### src/logic/csr_pkg.sv
package csr_pkg;

    // Commands carried through the CSR stage
    typedef enum logic [2:0] {
        CSR_X     = 3'd0,
        CSR_W     = 3'd1,
        CSR_S     = 3'd2,
        CSR_C     = 3'd3,
        CSR_ECALL = 3'd4,
        CSR_MRET  = 3'd5
    } csr_cmd_e;

    // Privilege levels, encoding 2 is reserved
    typedef enum logic [1:0] {
        MODE_USER       = 2'd0,
        MODE_SUPERVISOR = 2'd1,
        MODE_MACHINE    = 2'd3
    } priv_mode_e;

    // Counters and timers, read only
    localparam logic [11:0] CSR_ADDR_CYCLE    = 12'hc00;
    localparam logic [11:0] CSR_ADDR_TIME     = 12'hc01;
    localparam logic [11:0] CSR_ADDR_CYCLEH   = 12'hc80;
    localparam logic [11:0] CSR_ADDR_TIMEH    = 12'hc81;

    // Machine trap setup
    localparam logic [11:0] CSR_ADDR_MSTATUS  = 12'h300;
    localparam logic [11:0] CSR_ADDR_MEDELEG  = 12'h302;
    localparam logic [11:0] CSR_ADDR_MIDELEG  = 12'h303;
    localparam logic [11:0] CSR_ADDR_MIE      = 12'h304;
    localparam logic [11:0] CSR_ADDR_MTVEC    = 12'h305;
    localparam logic [11:0] CSR_ADDR_MSTATUSH = 12'h310;

    // Machine trap handling
    localparam logic [11:0] CSR_ADDR_MSCRATCH = 12'h340;
    localparam logic [11:0] CSR_ADDR_MEPC     = 12'h341;
    localparam logic [11:0] CSR_ADDR_MCAUSE   = 12'h342;
    localparam logic [11:0] CSR_ADDR_MTVAL    = 12'h343;
    localparam logic [11:0] CSR_ADDR_MIP      = 12'h344;

endpackage
### src/logic/csr_stage.sv
`timescale 1ns/100ps

module csr_stage #(
    parameter int CLK_MHZ = 27
) (
    input  logic                clk,
    input  logic                arst_n,
    input  csr_pkg::csr_cmd_e   csr_cmd,
    input  logic [31:0]         csr_op1,
    input  logic [11:0]         csr_addr,
    input  logic                flush,
    input  logic                interrupt_ready,
    input  logic                mtimecmp_we,
    input  logic [63:0]         mtimecmp_wdata,
    output csr_pkg::csr_cmd_e   csr_cmd_out,
    output logic [31:0]         csr_rdata,
    output logic [31:0]         trap_vector,
    output logic                stall_may_interrupt
);

    // Counter unit outputs
    logic [63:0]         cycle;
    logic [63:0]         mtime;
    logic                timer_pending;

    // CSR state toward the trap controller
    csr_pkg::csr_cmd_e   exec_cmd;
    logic                mstatus_mie;
    logic                mstatus_sie;
    csr_pkg::priv_mode_e mstatus_mpp;
    logic                mie_mtie;
    logic                mideleg_mtie;
    logic [31:0]         mtvec;
    logic [31:0]         mepc;

    // Trap pulses back to the CSR file
    csr_pkg::priv_mode_e mode;
    logic                irq_take;
    logic                irq_to_s;
    logic                ecall_take;
    logic                mret_take;

    csr_counters #(
        .CLK_MHZ        (CLK_MHZ)
    ) counters_i (
        .clk            (clk),
        .arst_n         (arst_n),
        .mtimecmp_we    (mtimecmp_we),
        .mtimecmp_wdata (mtimecmp_wdata),
        .cycle          (cycle),
        .mtime          (mtime),
        .timer_pending  (timer_pending)
    );

    csr_file file_i (
        .clk            (clk),
        .arst_n         (arst_n),
        .csr_cmd        (csr_cmd),
        .csr_op1        (csr_op1),
        .csr_addr       (csr_addr),
        .flush          (flush),
        .cycle          (cycle),
        .mtime          (mtime),
        .irq_take       (irq_take),
        .irq_to_s       (irq_to_s),
        .ecall_take     (ecall_take),
        .mret_take      (mret_take),
        .mode           (mode),
        .csr_rdata      (csr_rdata),
        .exec_cmd       (exec_cmd),
        .mstatus_mie    (mstatus_mie),
        .mstatus_sie    (mstatus_sie),
        .mstatus_mpp    (mstatus_mpp),
        .mie_mtie       (mie_mtie),
        .mideleg_mtie   (mideleg_mtie),
        .mtvec          (mtvec),
        .mepc           (mepc)
    );

    csr_trap_ctrl trap_i (
        .clk                 (clk),
        .arst_n              (arst_n),
        .csr_cmd             (csr_cmd),
        .flush               (flush),
        .interrupt_ready     (interrupt_ready),
        .timer_pending       (timer_pending),
        .exec_cmd            (exec_cmd),
        .mstatus_mie         (mstatus_mie),
        .mstatus_sie         (mstatus_sie),
        .mstatus_mpp         (mstatus_mpp),
        .mie_mtie            (mie_mtie),
        .mideleg_mtie        (mideleg_mtie),
        .mtvec               (mtvec),
        .mepc                (mepc),
        .mode                (mode),
        .irq_take            (irq_take),
        .irq_to_s            (irq_to_s),
        .ecall_take          (ecall_take),
        .mret_take           (mret_take),
        .csr_cmd_out         (csr_cmd_out),
        .trap_vector         (trap_vector),
        .stall_may_interrupt (stall_may_interrupt)
    );

endmodule

### src/logic/csr_trap_ctrl.sv
`timescale 1ns/100ps

module csr_trap_ctrl (
    input  logic                clk,
    input  logic                arst_n,
    input  csr_pkg::csr_cmd_e   csr_cmd,
    input  logic                flush,
    input  logic                interrupt_ready,
    input  logic                timer_pending,
    input  csr_pkg::csr_cmd_e   exec_cmd,
    input  logic                mstatus_mie,
    input  logic                mstatus_sie,
    input  csr_pkg::priv_mode_e mstatus_mpp,
    input  logic                mie_mtie,
    input  logic                mideleg_mtie,
    input  logic [31:0]         mtvec,
    input  logic [31:0]         mepc,
    output csr_pkg::priv_mode_e mode,
    output logic                irq_take,
    output logic                irq_to_s,
    output logic                ecall_take,
    output logic                mret_take,
    output csr_pkg::csr_cmd_e   csr_cmd_out,
    output logic [31:0]         trap_vector,
    output logic                stall_may_interrupt
);

    logic m_irq_ok;
    logic s_irq_ok;

    // M-mode keeps the timer, undelegated
    assign m_irq_ok = (mode == csr_pkg::MODE_MACHINE) && !mideleg_mtie && mstatus_mie;
    // S-mode takes it only when delegated
    assign s_irq_ok = (mode == csr_pkg::MODE_SUPERVISOR) && mideleg_mtie && mstatus_sie;

    // Core holds its front end while this is high
    assign stall_may_interrupt = timer_pending && mie_mtie && (m_irq_ok || s_irq_ok);

    assign irq_take = stall_may_interrupt && interrupt_ready;
    assign irq_to_s = mideleg_mtie;

    // Stage 2 ecall and mret, the interrupt wins a collision
    assign ecall_take = (exec_cmd == csr_pkg::CSR_ECALL) && !irq_take;
    assign mret_take  = (exec_cmd == csr_pkg::CSR_MRET) && !irq_take;

    // Command out, interrupt shows up as an ecall
    always_ff @(posedge clk or negedge arst_n) begin
        if (!arst_n) begin
            csr_cmd_out <= csr_pkg::CSR_X;
        end else if (irq_take) begin
            csr_cmd_out <= csr_pkg::CSR_ECALL;
        end else begin
            csr_cmd_out <= flush ? csr_pkg::CSR_X : csr_cmd;
        end
    end

    // Privilege mode and jump target
    always_ff @(posedge clk or negedge arst_n) begin
        if (!arst_n) begin
            mode        <= csr_pkg::MODE_MACHINE;
            trap_vector <= '0;
        end else if (irq_take) begin
            // No stvec, both sides vector through mtvec
            mode        <= irq_to_s ? csr_pkg::MODE_SUPERVISOR : csr_pkg::MODE_MACHINE;
            trap_vector <= mtvec;
        end else if (ecall_take) begin
            mode        <= csr_pkg::MODE_MACHINE;
            trap_vector <= mtvec;
        end else if (mret_take) begin
            mode        <= mstatus_mpp;
            trap_vector <= mepc;
        end
    end

    // Reserved level never reached, also via mpp from the CSR file
    a_mode_legal: assert property (@(posedge clk) disable iff (!arst_n)
        mode != 2'd2);

    // Taken interrupt needs the idle pipe
    a_irq_ready: assert property (@(posedge clk) disable iff (!arst_n)
        irq_take |-> interrupt_ready);

endmodule

### src/logic/csr_file.sv
`timescale 1ns/100ps

module csr_file (
    input  logic                clk,
    input  logic                arst_n,
    input  csr_pkg::csr_cmd_e   csr_cmd,
    input  logic [31:0]         csr_op1,
    input  logic [11:0]         csr_addr,
    input  logic                flush,
    input  logic [63:0]         cycle,
    input  logic [63:0]         mtime,
    input  logic                irq_take,
    input  logic                irq_to_s,
    input  logic                ecall_take,
    input  logic                mret_take,
    input  csr_pkg::priv_mode_e mode,
    output logic [31:0]         csr_rdata,
    output csr_pkg::csr_cmd_e   exec_cmd,
    output logic                mstatus_mie,
    output logic                mstatus_sie,
    output csr_pkg::priv_mode_e mstatus_mpp,
    output logic                mie_mtie,
    output logic                mideleg_mtie,
    output logic [31:0]         mtvec,
    output logic [31:0]         mepc
);

    // mstatus fields besides the exported ones
    logic        mstatus_sd;
    logic        mstatus_tsr;
    logic        mstatus_tw;
    logic        mstatus_tvm;
    logic        mstatus_mxr;
    logic        mstatus_sum;
    logic        mstatus_mprv;
    logic [1:0]  mstatus_xs;
    logic [1:0]  mstatus_fs;
    logic [1:0]  mstatus_vs;
    logic        mstatus_spp;
    logic        mstatus_mpie;
    logic        mstatus_ube;
    logic        mstatus_spie;
    logic        mstatush_mbe;
    logic        mstatush_sbe;

    // Interrupt enables, only mtie has an effect
    logic        mie_meie;
    logic        mie_seie;
    logic        mie_stie;
    logic        mie_msie;
    logic        mie_ssie;

    logic [31:0] medeleg;
    logic [31:0] mscratch;
    logic [31:0] mcause;
    logic [31:0] mtval;
    logic [31:0] mip;

    csr_pkg::csr_cmd_e s1_cmd;
    logic [31:0]       rd_val;
    logic [11:0]       s2_addr;
    logic [31:0]       s2_op1;
    logic [31:0]       wdata;
    logic              s2_write;

    // Branch hazard kills the incoming command
    assign s1_cmd = flush ? csr_pkg::CSR_X : csr_cmd;

    // Stage 1 read mux
    always_comb begin
        case (csr_addr)
            csr_pkg::CSR_ADDR_CYCLE:    rd_val = cycle[31:0];
            csr_pkg::CSR_ADDR_TIME:     rd_val = mtime[31:0];
            csr_pkg::CSR_ADDR_CYCLEH:   rd_val = cycle[63:32];
            csr_pkg::CSR_ADDR_TIMEH:    rd_val = mtime[63:32];
            csr_pkg::CSR_ADDR_MSTATUS:  rd_val = {mstatus_sd, 8'b0, mstatus_tsr, mstatus_tw,
                                                  mstatus_tvm, mstatus_mxr, mstatus_sum,
                                                  mstatus_mprv, mstatus_xs, mstatus_fs,
                                                  mstatus_mpp, mstatus_vs, mstatus_spp,
                                                  mstatus_mpie, mstatus_ube, mstatus_spie,
                                                  1'b0, mstatus_mie, 1'b0, mstatus_sie, 1'b0};
            csr_pkg::CSR_ADDR_MEDELEG:  rd_val = medeleg;
            csr_pkg::CSR_ADDR_MIDELEG:  rd_val = {24'b0, mideleg_mtie, 7'b0};
            // Odd enable bits only
            csr_pkg::CSR_ADDR_MIE:      rd_val = {20'b0, mie_meie, 1'b0, mie_seie, 1'b0,
                                                  mie_mtie, 1'b0, mie_stie, 1'b0,
                                                  mie_msie, 1'b0, mie_ssie, 1'b0};
            csr_pkg::CSR_ADDR_MTVEC:    rd_val = mtvec;
            csr_pkg::CSR_ADDR_MSTATUSH: rd_val = {26'b0, mstatush_mbe, mstatush_sbe, 4'b0};
            csr_pkg::CSR_ADDR_MSCRATCH: rd_val = mscratch;
            csr_pkg::CSR_ADDR_MEPC:     rd_val = mepc;
            csr_pkg::CSR_ADDR_MCAUSE:   rd_val = mcause;
            csr_pkg::CSR_ADDR_MTVAL:    rd_val = mtval;
            csr_pkg::CSR_ADDR_MIP:      rd_val = mip;
            default:                    rd_val = 32'b0;
        endcase
    end

    // Old value out, command moves to stage 2
    always_ff @(posedge clk or negedge arst_n) begin
        if (!arst_n) begin
            csr_rdata <= '0;
            exec_cmd  <= csr_pkg::CSR_X;
        end else begin
            csr_rdata <= rd_val;
            exec_cmd  <= s1_cmd;
        end
    end

    always_ff @(posedge clk) begin
        s2_addr <= csr_addr;
        s2_op1  <= csr_op1;
    end

    // Stage 2 write data from the registered old value
    always_comb begin
        case (exec_cmd)
            csr_pkg::CSR_W: wdata = s2_op1;
            csr_pkg::CSR_S: wdata = csr_rdata | s2_op1;
            csr_pkg::CSR_C: wdata = csr_rdata & ~s2_op1;
            default:        wdata = 32'b0;
        endcase
    end

    assign s2_write = (exec_cmd == csr_pkg::CSR_W) || (exec_cmd == csr_pkg::CSR_S) ||
                      (exec_cmd == csr_pkg::CSR_C);

    always_ff @(posedge clk or negedge arst_n) begin
        if (!arst_n) begin
            mstatus_sd   <= 1'b0;
            mstatus_tsr  <= 1'b0;
            mstatus_tw   <= 1'b0;
            mstatus_tvm  <= 1'b0;
            mstatus_mxr  <= 1'b0;
            mstatus_sum  <= 1'b0;
            mstatus_mprv <= 1'b0;
            mstatus_xs   <= 2'b0;
            mstatus_fs   <= 2'b0;
            mstatus_mpp  <= csr_pkg::MODE_MACHINE;
            mstatus_vs   <= 2'b0;
            mstatus_spp  <= 1'b0;
            mstatus_mpie <= 1'b0;
            mstatus_ube  <= 1'b0;
            mstatus_spie <= 1'b0;
            mstatus_mie  <= 1'b0;
            mstatus_sie  <= 1'b0;
            mstatush_mbe <= 1'b0;
            mstatush_sbe <= 1'b0;
            mie_meie     <= 1'b0;
            mie_seie     <= 1'b0;
            mie_mtie     <= 1'b0;
            mie_stie     <= 1'b0;
            mie_msie     <= 1'b0;
            mie_ssie     <= 1'b0;
            mideleg_mtie <= 1'b0;
            medeleg      <= '0;
            mtvec        <= '0;
            mscratch     <= '0;
            mepc         <= '0;
            mcause       <= '0;
            mtval        <= '0;
            mip          <= '0;
        end else if (irq_take) begin
            // Timer trap entry, M or S side
            if (irq_to_s) begin
                mstatus_spie <= mstatus_sie;
                mstatus_sie  <= 1'b0;
            end else begin
                mstatus_mpie <= mstatus_mie;
                mstatus_mie  <= 1'b0;
                mstatus_mpp  <= mode;
            end
        end else if (ecall_take) begin
            // Cause 0/1/3 tracks the calling mode
            mcause <= {30'b0, mode};
        end else if (mret_take) begin
            mstatus_mie <= mstatus_mpie;
            mstatus_mpp <= csr_pkg::MODE_USER;
            if (mstatus_mpp != csr_pkg::MODE_MACHINE) begin
                mstatus_mprv <= 1'b0;
            end
        end else if (s2_write) begin
            case (s2_addr)
                csr_pkg::CSR_ADDR_MSTATUS: begin
                    mstatus_sd   <= wdata[31];
                    mstatus_tsr  <= wdata[22];
                    mstatus_tw   <= wdata[21];
                    mstatus_tvm  <= wdata[20];
                    mstatus_mxr  <= wdata[19];
                    mstatus_sum  <= wdata[18];
                    mstatus_mprv <= wdata[17];
                    mstatus_xs   <= wdata[16:15];
                    mstatus_fs   <= wdata[14:13];
                    // Reserved level 2 is not accepted
                    if (wdata[12:11] != 2'b10) begin
                        mstatus_mpp <= csr_pkg::priv_mode_e'(wdata[12:11]);
                    end
                    mstatus_vs   <= wdata[10:9];
                    mstatus_spp  <= wdata[8];
                    mstatus_mpie <= wdata[7];
                    mstatus_ube  <= wdata[6];
                    mstatus_spie <= wdata[5];
                    mstatus_mie  <= wdata[3];
                    mstatus_sie  <= wdata[1];
                end
                csr_pkg::CSR_ADDR_MEDELEG:  medeleg <= wdata;
                csr_pkg::CSR_ADDR_MIDELEG:  mideleg_mtie <= wdata[7];
                csr_pkg::CSR_ADDR_MIE: begin
                    mie_meie <= wdata[11];
                    mie_seie <= wdata[9];
                    mie_mtie <= wdata[7];
                    mie_stie <= wdata[5];
                    mie_msie <= wdata[3];
                    mie_ssie <= wdata[1];
                end
                csr_pkg::CSR_ADDR_MTVEC:    mtvec <= wdata;
                csr_pkg::CSR_ADDR_MSTATUSH: begin
                    mstatush_mbe <= wdata[5];
                    mstatush_sbe <= wdata[4];
                end
                csr_pkg::CSR_ADDR_MSCRATCH: mscratch <= wdata;
                csr_pkg::CSR_ADDR_MEPC:     mepc <= wdata;
                csr_pkg::CSR_ADDR_MCAUSE:   mcause <= wdata;
                csr_pkg::CSR_ADDR_MTVAL:    mtval <= wdata;
                csr_pkg::CSR_ADDR_MIP:      mip <= wdata;
                // Counters and unlisted addresses ignore writes
                default: ;
            endcase
        end
    end

    // Trap pulses from the controller only arrive with stage 2 idle
    a_trap_no_write: assert property (@(posedge clk) disable iff (!arst_n)
        (irq_take || ecall_take || mret_take) |-> !s2_write);

endmodule

### src/logic/csr_counters.sv
`timescale 1ns/100ps

module csr_counters #(
    parameter int CLK_MHZ = 27
) (
    input  logic        clk,
    input  logic        arst_n,
    input  logic        mtimecmp_we,
    input  logic [63:0] mtimecmp_wdata,
    output logic [63:0] cycle,
    output logic [63:0] mtime,
    output logic        timer_pending
);

    localparam int PRE_W = $clog2(CLK_MHZ + 1);

    logic [PRE_W-1:0] prescale;
    logic [63:0]      mtimecmp;
    logic             tick;

    // Last prescaler count closes one microsecond
    assign tick = (prescale == PRE_W'(CLK_MHZ - 1));

    // Free-running cycle counter
    always_ff @(posedge clk or negedge arst_n) begin
        if (!arst_n) begin
            cycle <= '0;
        end else begin
            cycle <= cycle + 64'd1;
        end
    end

    // Microsecond time base
    always_ff @(posedge clk or negedge arst_n) begin
        if (!arst_n) begin
            prescale <= '0;
            mtime    <= '0;
        end else if (tick) begin
            prescale <= '0;
            mtime    <= mtime + 64'd1;
        end else begin
            prescale <= prescale + 1'b1;
        end
    end

    // Compare value, all ones keeps the timer quiet
    always_ff @(posedge clk or negedge arst_n) begin
        if (!arst_n) begin
            mtimecmp <= '1;
        end else if (mtimecmp_we) begin
            mtimecmp <= mtimecmp_wdata;
        end
    end

    // Level, stays up until mtimecmp moves past mtime
    assign timer_pending = (mtime >= mtimecmp);

    // Time only moves forward, one tick at a time
    a_time_monotonic: assert property (@(posedge clk) disable iff (!arst_n)
        (mtime - $past(mtime)) <= 64'd1);

    a_prescale_range: assert property (@(posedge clk) disable iff (!arst_n)
        prescale < PRE_W'(CLK_MHZ));

endmodule

### config.mk
export PLATFORM = sky130hd
export DESIGN_NAME = csr_stage
export DESIGN_NICKNAME = d
export VERILOG_FILES = /design/src/logic/csr_pkg.sv /design/src/logic/csr_stage.sv /design/src/logic/csr_trap_ctrl.sv /design/src/logic/csr_file.sv /design/src/logic/csr_counters.sv
export SDC_FILE = /design/constraint.sdc
export NUM_CORES = 1
export LEC_CHECK = 0
export BUFFER_PORTS_ARGS = -buffer_cell sky130_fd_sc_hd__buf_4
export CELL_PAD_IN_SITES_DETAIL_PLACEMENT = 1
export CELL_PAD_IN_SITES_GLOBAL_PLACEMENT = 2
export CORE_UTILIZATION = 36
export DETAILED_ROUTE_END_ITERATION = 10
export PLACE_DENSITY = 0.76
export RECOVER_POWER = 100
export SKIP_CTS_REPAIR_TIMING = 1
export SLEW_MARGIN = 10
export SYNTH_ARGS = -nofsm -noshare
export SYNTH_HDL_FRONTEND = slang
export SYNTH_HIERARCHICAL = 1
export SYNTH_SLANG_ARGS = --single-unit
### constraint.sdc
create_clock -name clk -period 4.3 [get_ports clk]
set_clock_uncertainty 0.15 [all_clocks]
set_input_delay 0.215 -clock clk [delete_from_list [all_inputs] [get_ports clk]]
set_output_delay 0.215 -clock clk [all_outputs]
set_load 0.03 [all_outputs]
==> results by group <==
GRT
  – Total gr overflow: 0
  – Pin count of the biggest net entering global routing: 109
  – Initial antenna violation count: 4
  – Vias in the first global route: 24400
  – Tot GR Track Use: 27.1%
  – First-pass GRT wire length: 157000 um

Power and ir drop
  – PD cells: 350 nW/um^2
  – Static leakage: 15.5 nW
  – Worst VDD drop: 0.220 mV
  – Pwr Total: 12.3 mW

Run status
  – Failing checks: max-capacitance violations, max-slew violations, negative setup slack
  – Status: finished, violations left

Drt
  – DRT iter0 DRCs: 2070
  – Post-Route WL: 109000 um
  – Vias/cell: 5.78
  – Drt pass-1 iters: 8
  – Routed len/inst: 26.2 um
  – Vias: 24000
  – DRC: 0
  – ANT nets after route: 0

Layout
  – Layout cell share with drive strength beyond 1: 24.2%
  – Final Cell Area: 35200 um^2
  – Final Net Count: 3312
  – Post-route insts no fill: 4153
  – Antenna diodes: 0
  – Fin util: 47.3%
  – Area growth from synthesis to layout: 29.8%
  – Fillers: 8068

Critical path
  – Worst Path Buf+Inv: 3
  – Data arrival, critical path: 4910 ps
  – R2r startpoint: counters_i/mtimecmp[26]$_DFFE_PN1P_
  – Critical-path top delay cell: clkbuf_1
  – Crit. End Element: register
  – Type of origin of the critical path: primary input
  – Critical path endpoint: file_i/csr_rdata[31]$_DFF_PN0_
  – R2r worst-path depth: 20
  – CP max stage delay: 1690 ps
  – R2R Path End: file_i/mcause[10]$_DFFE_PN0P_
  – CP max FO: 26
  – R2r setup slk: -190 ps
  – CP top delay family: buffers and inverters
  – Critical Path RT: 4600 ps
  – CP startpoint: csr_addr[7]
  – Crit path depth: 8
  – CP Class: in2reg
  – CP cell instances: dlygate4sd3_1 -> clkbuf_1 -> nor4_1 -> and3_1 -> buf_2 -> a22o_1 -> a221oi_1 -> nand3_1

Timing
  – Setup violations, final: 206
  – Worst slew pin tran: 3480 ps
  – Final Hold Viols: 0
  – Hold_ws: 98.8 ps
  – RSZ-0062 raised after global routing: true
  – Minimum clock period: 4610 ps
  – Pins Over Slew Limit: 337
  – Fin Setup TNS: -14540 ps
  – Fmax: 217 MHz
  – Final worst slack: -314 ps
  – Tcrit/Tclk final: 107%
  – Worst rel slew slack: -132%

Clock tree
  – CTS max path bufs: 3
  – CTS tree: built
  – H-tree depth: 3
  – CTS root buf: clkbuf_16
  – Worst-Skew Late Latency: 630 ps
  – Inserted Clock Buffers: 69
  – Clock-pin slew on the worst setup and hold paths: 60 ps
  – Clock Sinks: 567

Hold path
  – Worst Hold Class: in2reg
  – Hold wc startpoint: csr_op1[16]

Die
  – Die footprint: 76400 um^2
  – Initial core utilization: 36.4%
  – # IOs: 184
  – Die height: 276 um
  – Core ar.: 74400 um^2
  – Die width: 276 um
  – Rows: 100

Yosys
  – Post-Syn Nets: 2861
  – Ys async rst share: 92.2%
  – Number of synthesized flops with an enable pin: 0
  – Most used DFF post-synth: dfrtp_1
  – Synth Warn #: 6
  – Seq cells post-synth: 567
  – Yosys cell types: 80
  – Cells after Synth: 2677
  – Syn avg cell area: 10.1 um^2
  – Post-synthesis sequential area ratio: 51.8%
  – Synthesized cell area: 27100 um^2

Place
  – Routability congestion estimate: 0.892
  – Dpl ws: -549 ps
  – Port-buffer cells: 183
  – Post-DP HPWL: 73900 um
  – Placed Cells: 3887
  – Cell Area, Placed: 31000 um^2

Job
  – Max-cap violations: 7
-- cell families (layout without fill, tap and decap cells) --
group / Yosys count / in the layout / share of synthesized area, %
flops: 567 / 567 / 51.8
buf+inv: 254 / 761 / 3.99
mux: 51 / 51 / 1.97
compound gates: 694 / 694 / 17.5
simple gates: 915 / 915 / 17.5
xor+xnor: 128 / 128 / 4.13
fa+ha+maj: 68 / 68 / 3.14
-- registers in the layout, indices dropped and copies added (netlist names), 3 cells and up --
| name | count |
|---|---|
| counters_i/cycle | 64 |
| counters_i/mtime | 64 |
| counters_i/mtimecmp | 64 |
| counters_i/prescale | 5 |
| file_i/csr_rdata | 32 |
| file_i/exec_cmd | 3 |
| file_i/mcause | 32 |
| file_i/medeleg | 32 |
| file_i/mepc | 32 |
| file_i/mip | 32 |
| file_i/mscratch | 32 |
| file_i/mtval | 32 |
| file_i/mtvec | 32 |
| file_i/s2_addr | 12 |
| file_i/s2_op1 | 32 |
| trap_i/csr_cmd_out | 3 |
| trap_i/trap_vector | 32 |
-- routing by layer --
layer | vias up | GRT usage (%) | part of all wire, %
li1 | 10600 | - | -
met1 | 12300 | 37.2 | 43
met2 | 894 | 43.5 | 47
met3 | 212 | 3.89 | 6.4
met4 | 0 | 10.1 | 3.7
met5 | - | 0 | 0
-- synthesized netlist by cell type (12+ instances only) --
cell | number | area, um^2
xor2_1 | 32 | 280
nand3_1 | 79 | 395
nor2b_1 | 12 | 75.1
nor2_1 | 93 | 349
clkbuf_1 | 117 | 439
a21oi_1 | 106 | 531
nand2_1 | 428 | 1610
dfstp_2 | 68 | 1790
o21ai_0 | 307 | 1540
dfrtp_1 | 455 | 11400
a222oi_1 | 27 | 270
inv_1 | 78 | 293
and3_1 | 26 | 163
buf_1 | 13 | 48.8
nor4_1 | 18 | 113
o2111ai_1 | 35 | 307
a22oi_1 | 48 | 360
nand3b_1 | 35 | 263
nand4_1 | 59 | 369
o2bb2ai_2 | 30 | 450
o211ai_1 | 12 | 90.1
and4_1 | 15 | 131
ha_1 | 68 | 851
dfxtp_1 | 44 | 881
mux2i_1 | 32 | 320
a221oi_1 | 20 | 175
nor3_1 | 28 | 140
mux2_2 | 19 | 214
buf_2 | 31 | 155
xnor2_1 | 96 | 841
o211ai_2 | 26 | 325
and4b_1 | 35 | 350
a22o_1 | 13 | 114
a21o_1 | 12 | 90.1
-- where the power goes --
group	internal [mW]	switching (mW)	leakage (nW)
Clock	3.44	2.41	1.12
Combinational	0.381	0.576	6.94
Sequential	5.47	0.0568	7.40
Total	9.29	3.04	15.5
-- final cells by class --
type / instances / area, um^2 / area share [%]
inverters: 79 / 299 / 0.849
flip-flops and latches: 567 / 14100 / 39.9
clock buffers: 105 / 2100 / 5.95
clock inverters: 22 / 174 / 0.494
repair buffers: 555 / 4430 / 12.6
well taps: 969 / 1210 / 3.44
multi-input cells: 1856 / 12900 / 36.8
-- cell usage in the layout (no fill, tap or decap), types with 24 or more instances in the layout --
master         synthesis  routed
dlygate4sd3_1          0     115
clkbuf_1             117     100
ha_4                   0      33
clkbuf_4               0      34
dfxtp_1               44      44
o211ai_2              26      26
o21ai_0              307     270
nand3b_1              35      35
clkbuf_16              0      77
mux2i_1               32      32
o2111ai_1             35      35
nand2_1              428     401
xnor2_1               96      96
nand3_1               79      79
and4b_1               35      35
and3_1                26      24
inv_1                 78      60
nor2_1                93      93
nand4_1               59      59
dfstp_2               68      68
ha_1                  68      34
a222oi_1              27      27
buf_4                  5     281
dfrtp_1              455     454
a22oi_1               48      48
xor2_1                32      32
nor3_1                28      29
a21oi_1              106      96
-- worst min path at each step --
stage | cells after the start | slack [ps] | to
after floorplan | 0 | -230 | counters_i/cycle[0]$_DFF_PN0_
after global placement | 1 | 170 | file_i/s2_op1[9]$_DFF_P_
final | 2 | 100 | file_i/s2_op1[16]$_DFF_P_
after detailed placement | 1 | 170 | file_i/s2_op1[28]$_DFF_P_
after CTS | 1 | -490 | file_i/s2_op1[16]$_DFF_P_
after global routing | 2 | 100 | file_i/s2_op1[16]$_DFF_P_
No activity file was read; power rests on OpenSTA's default activity.
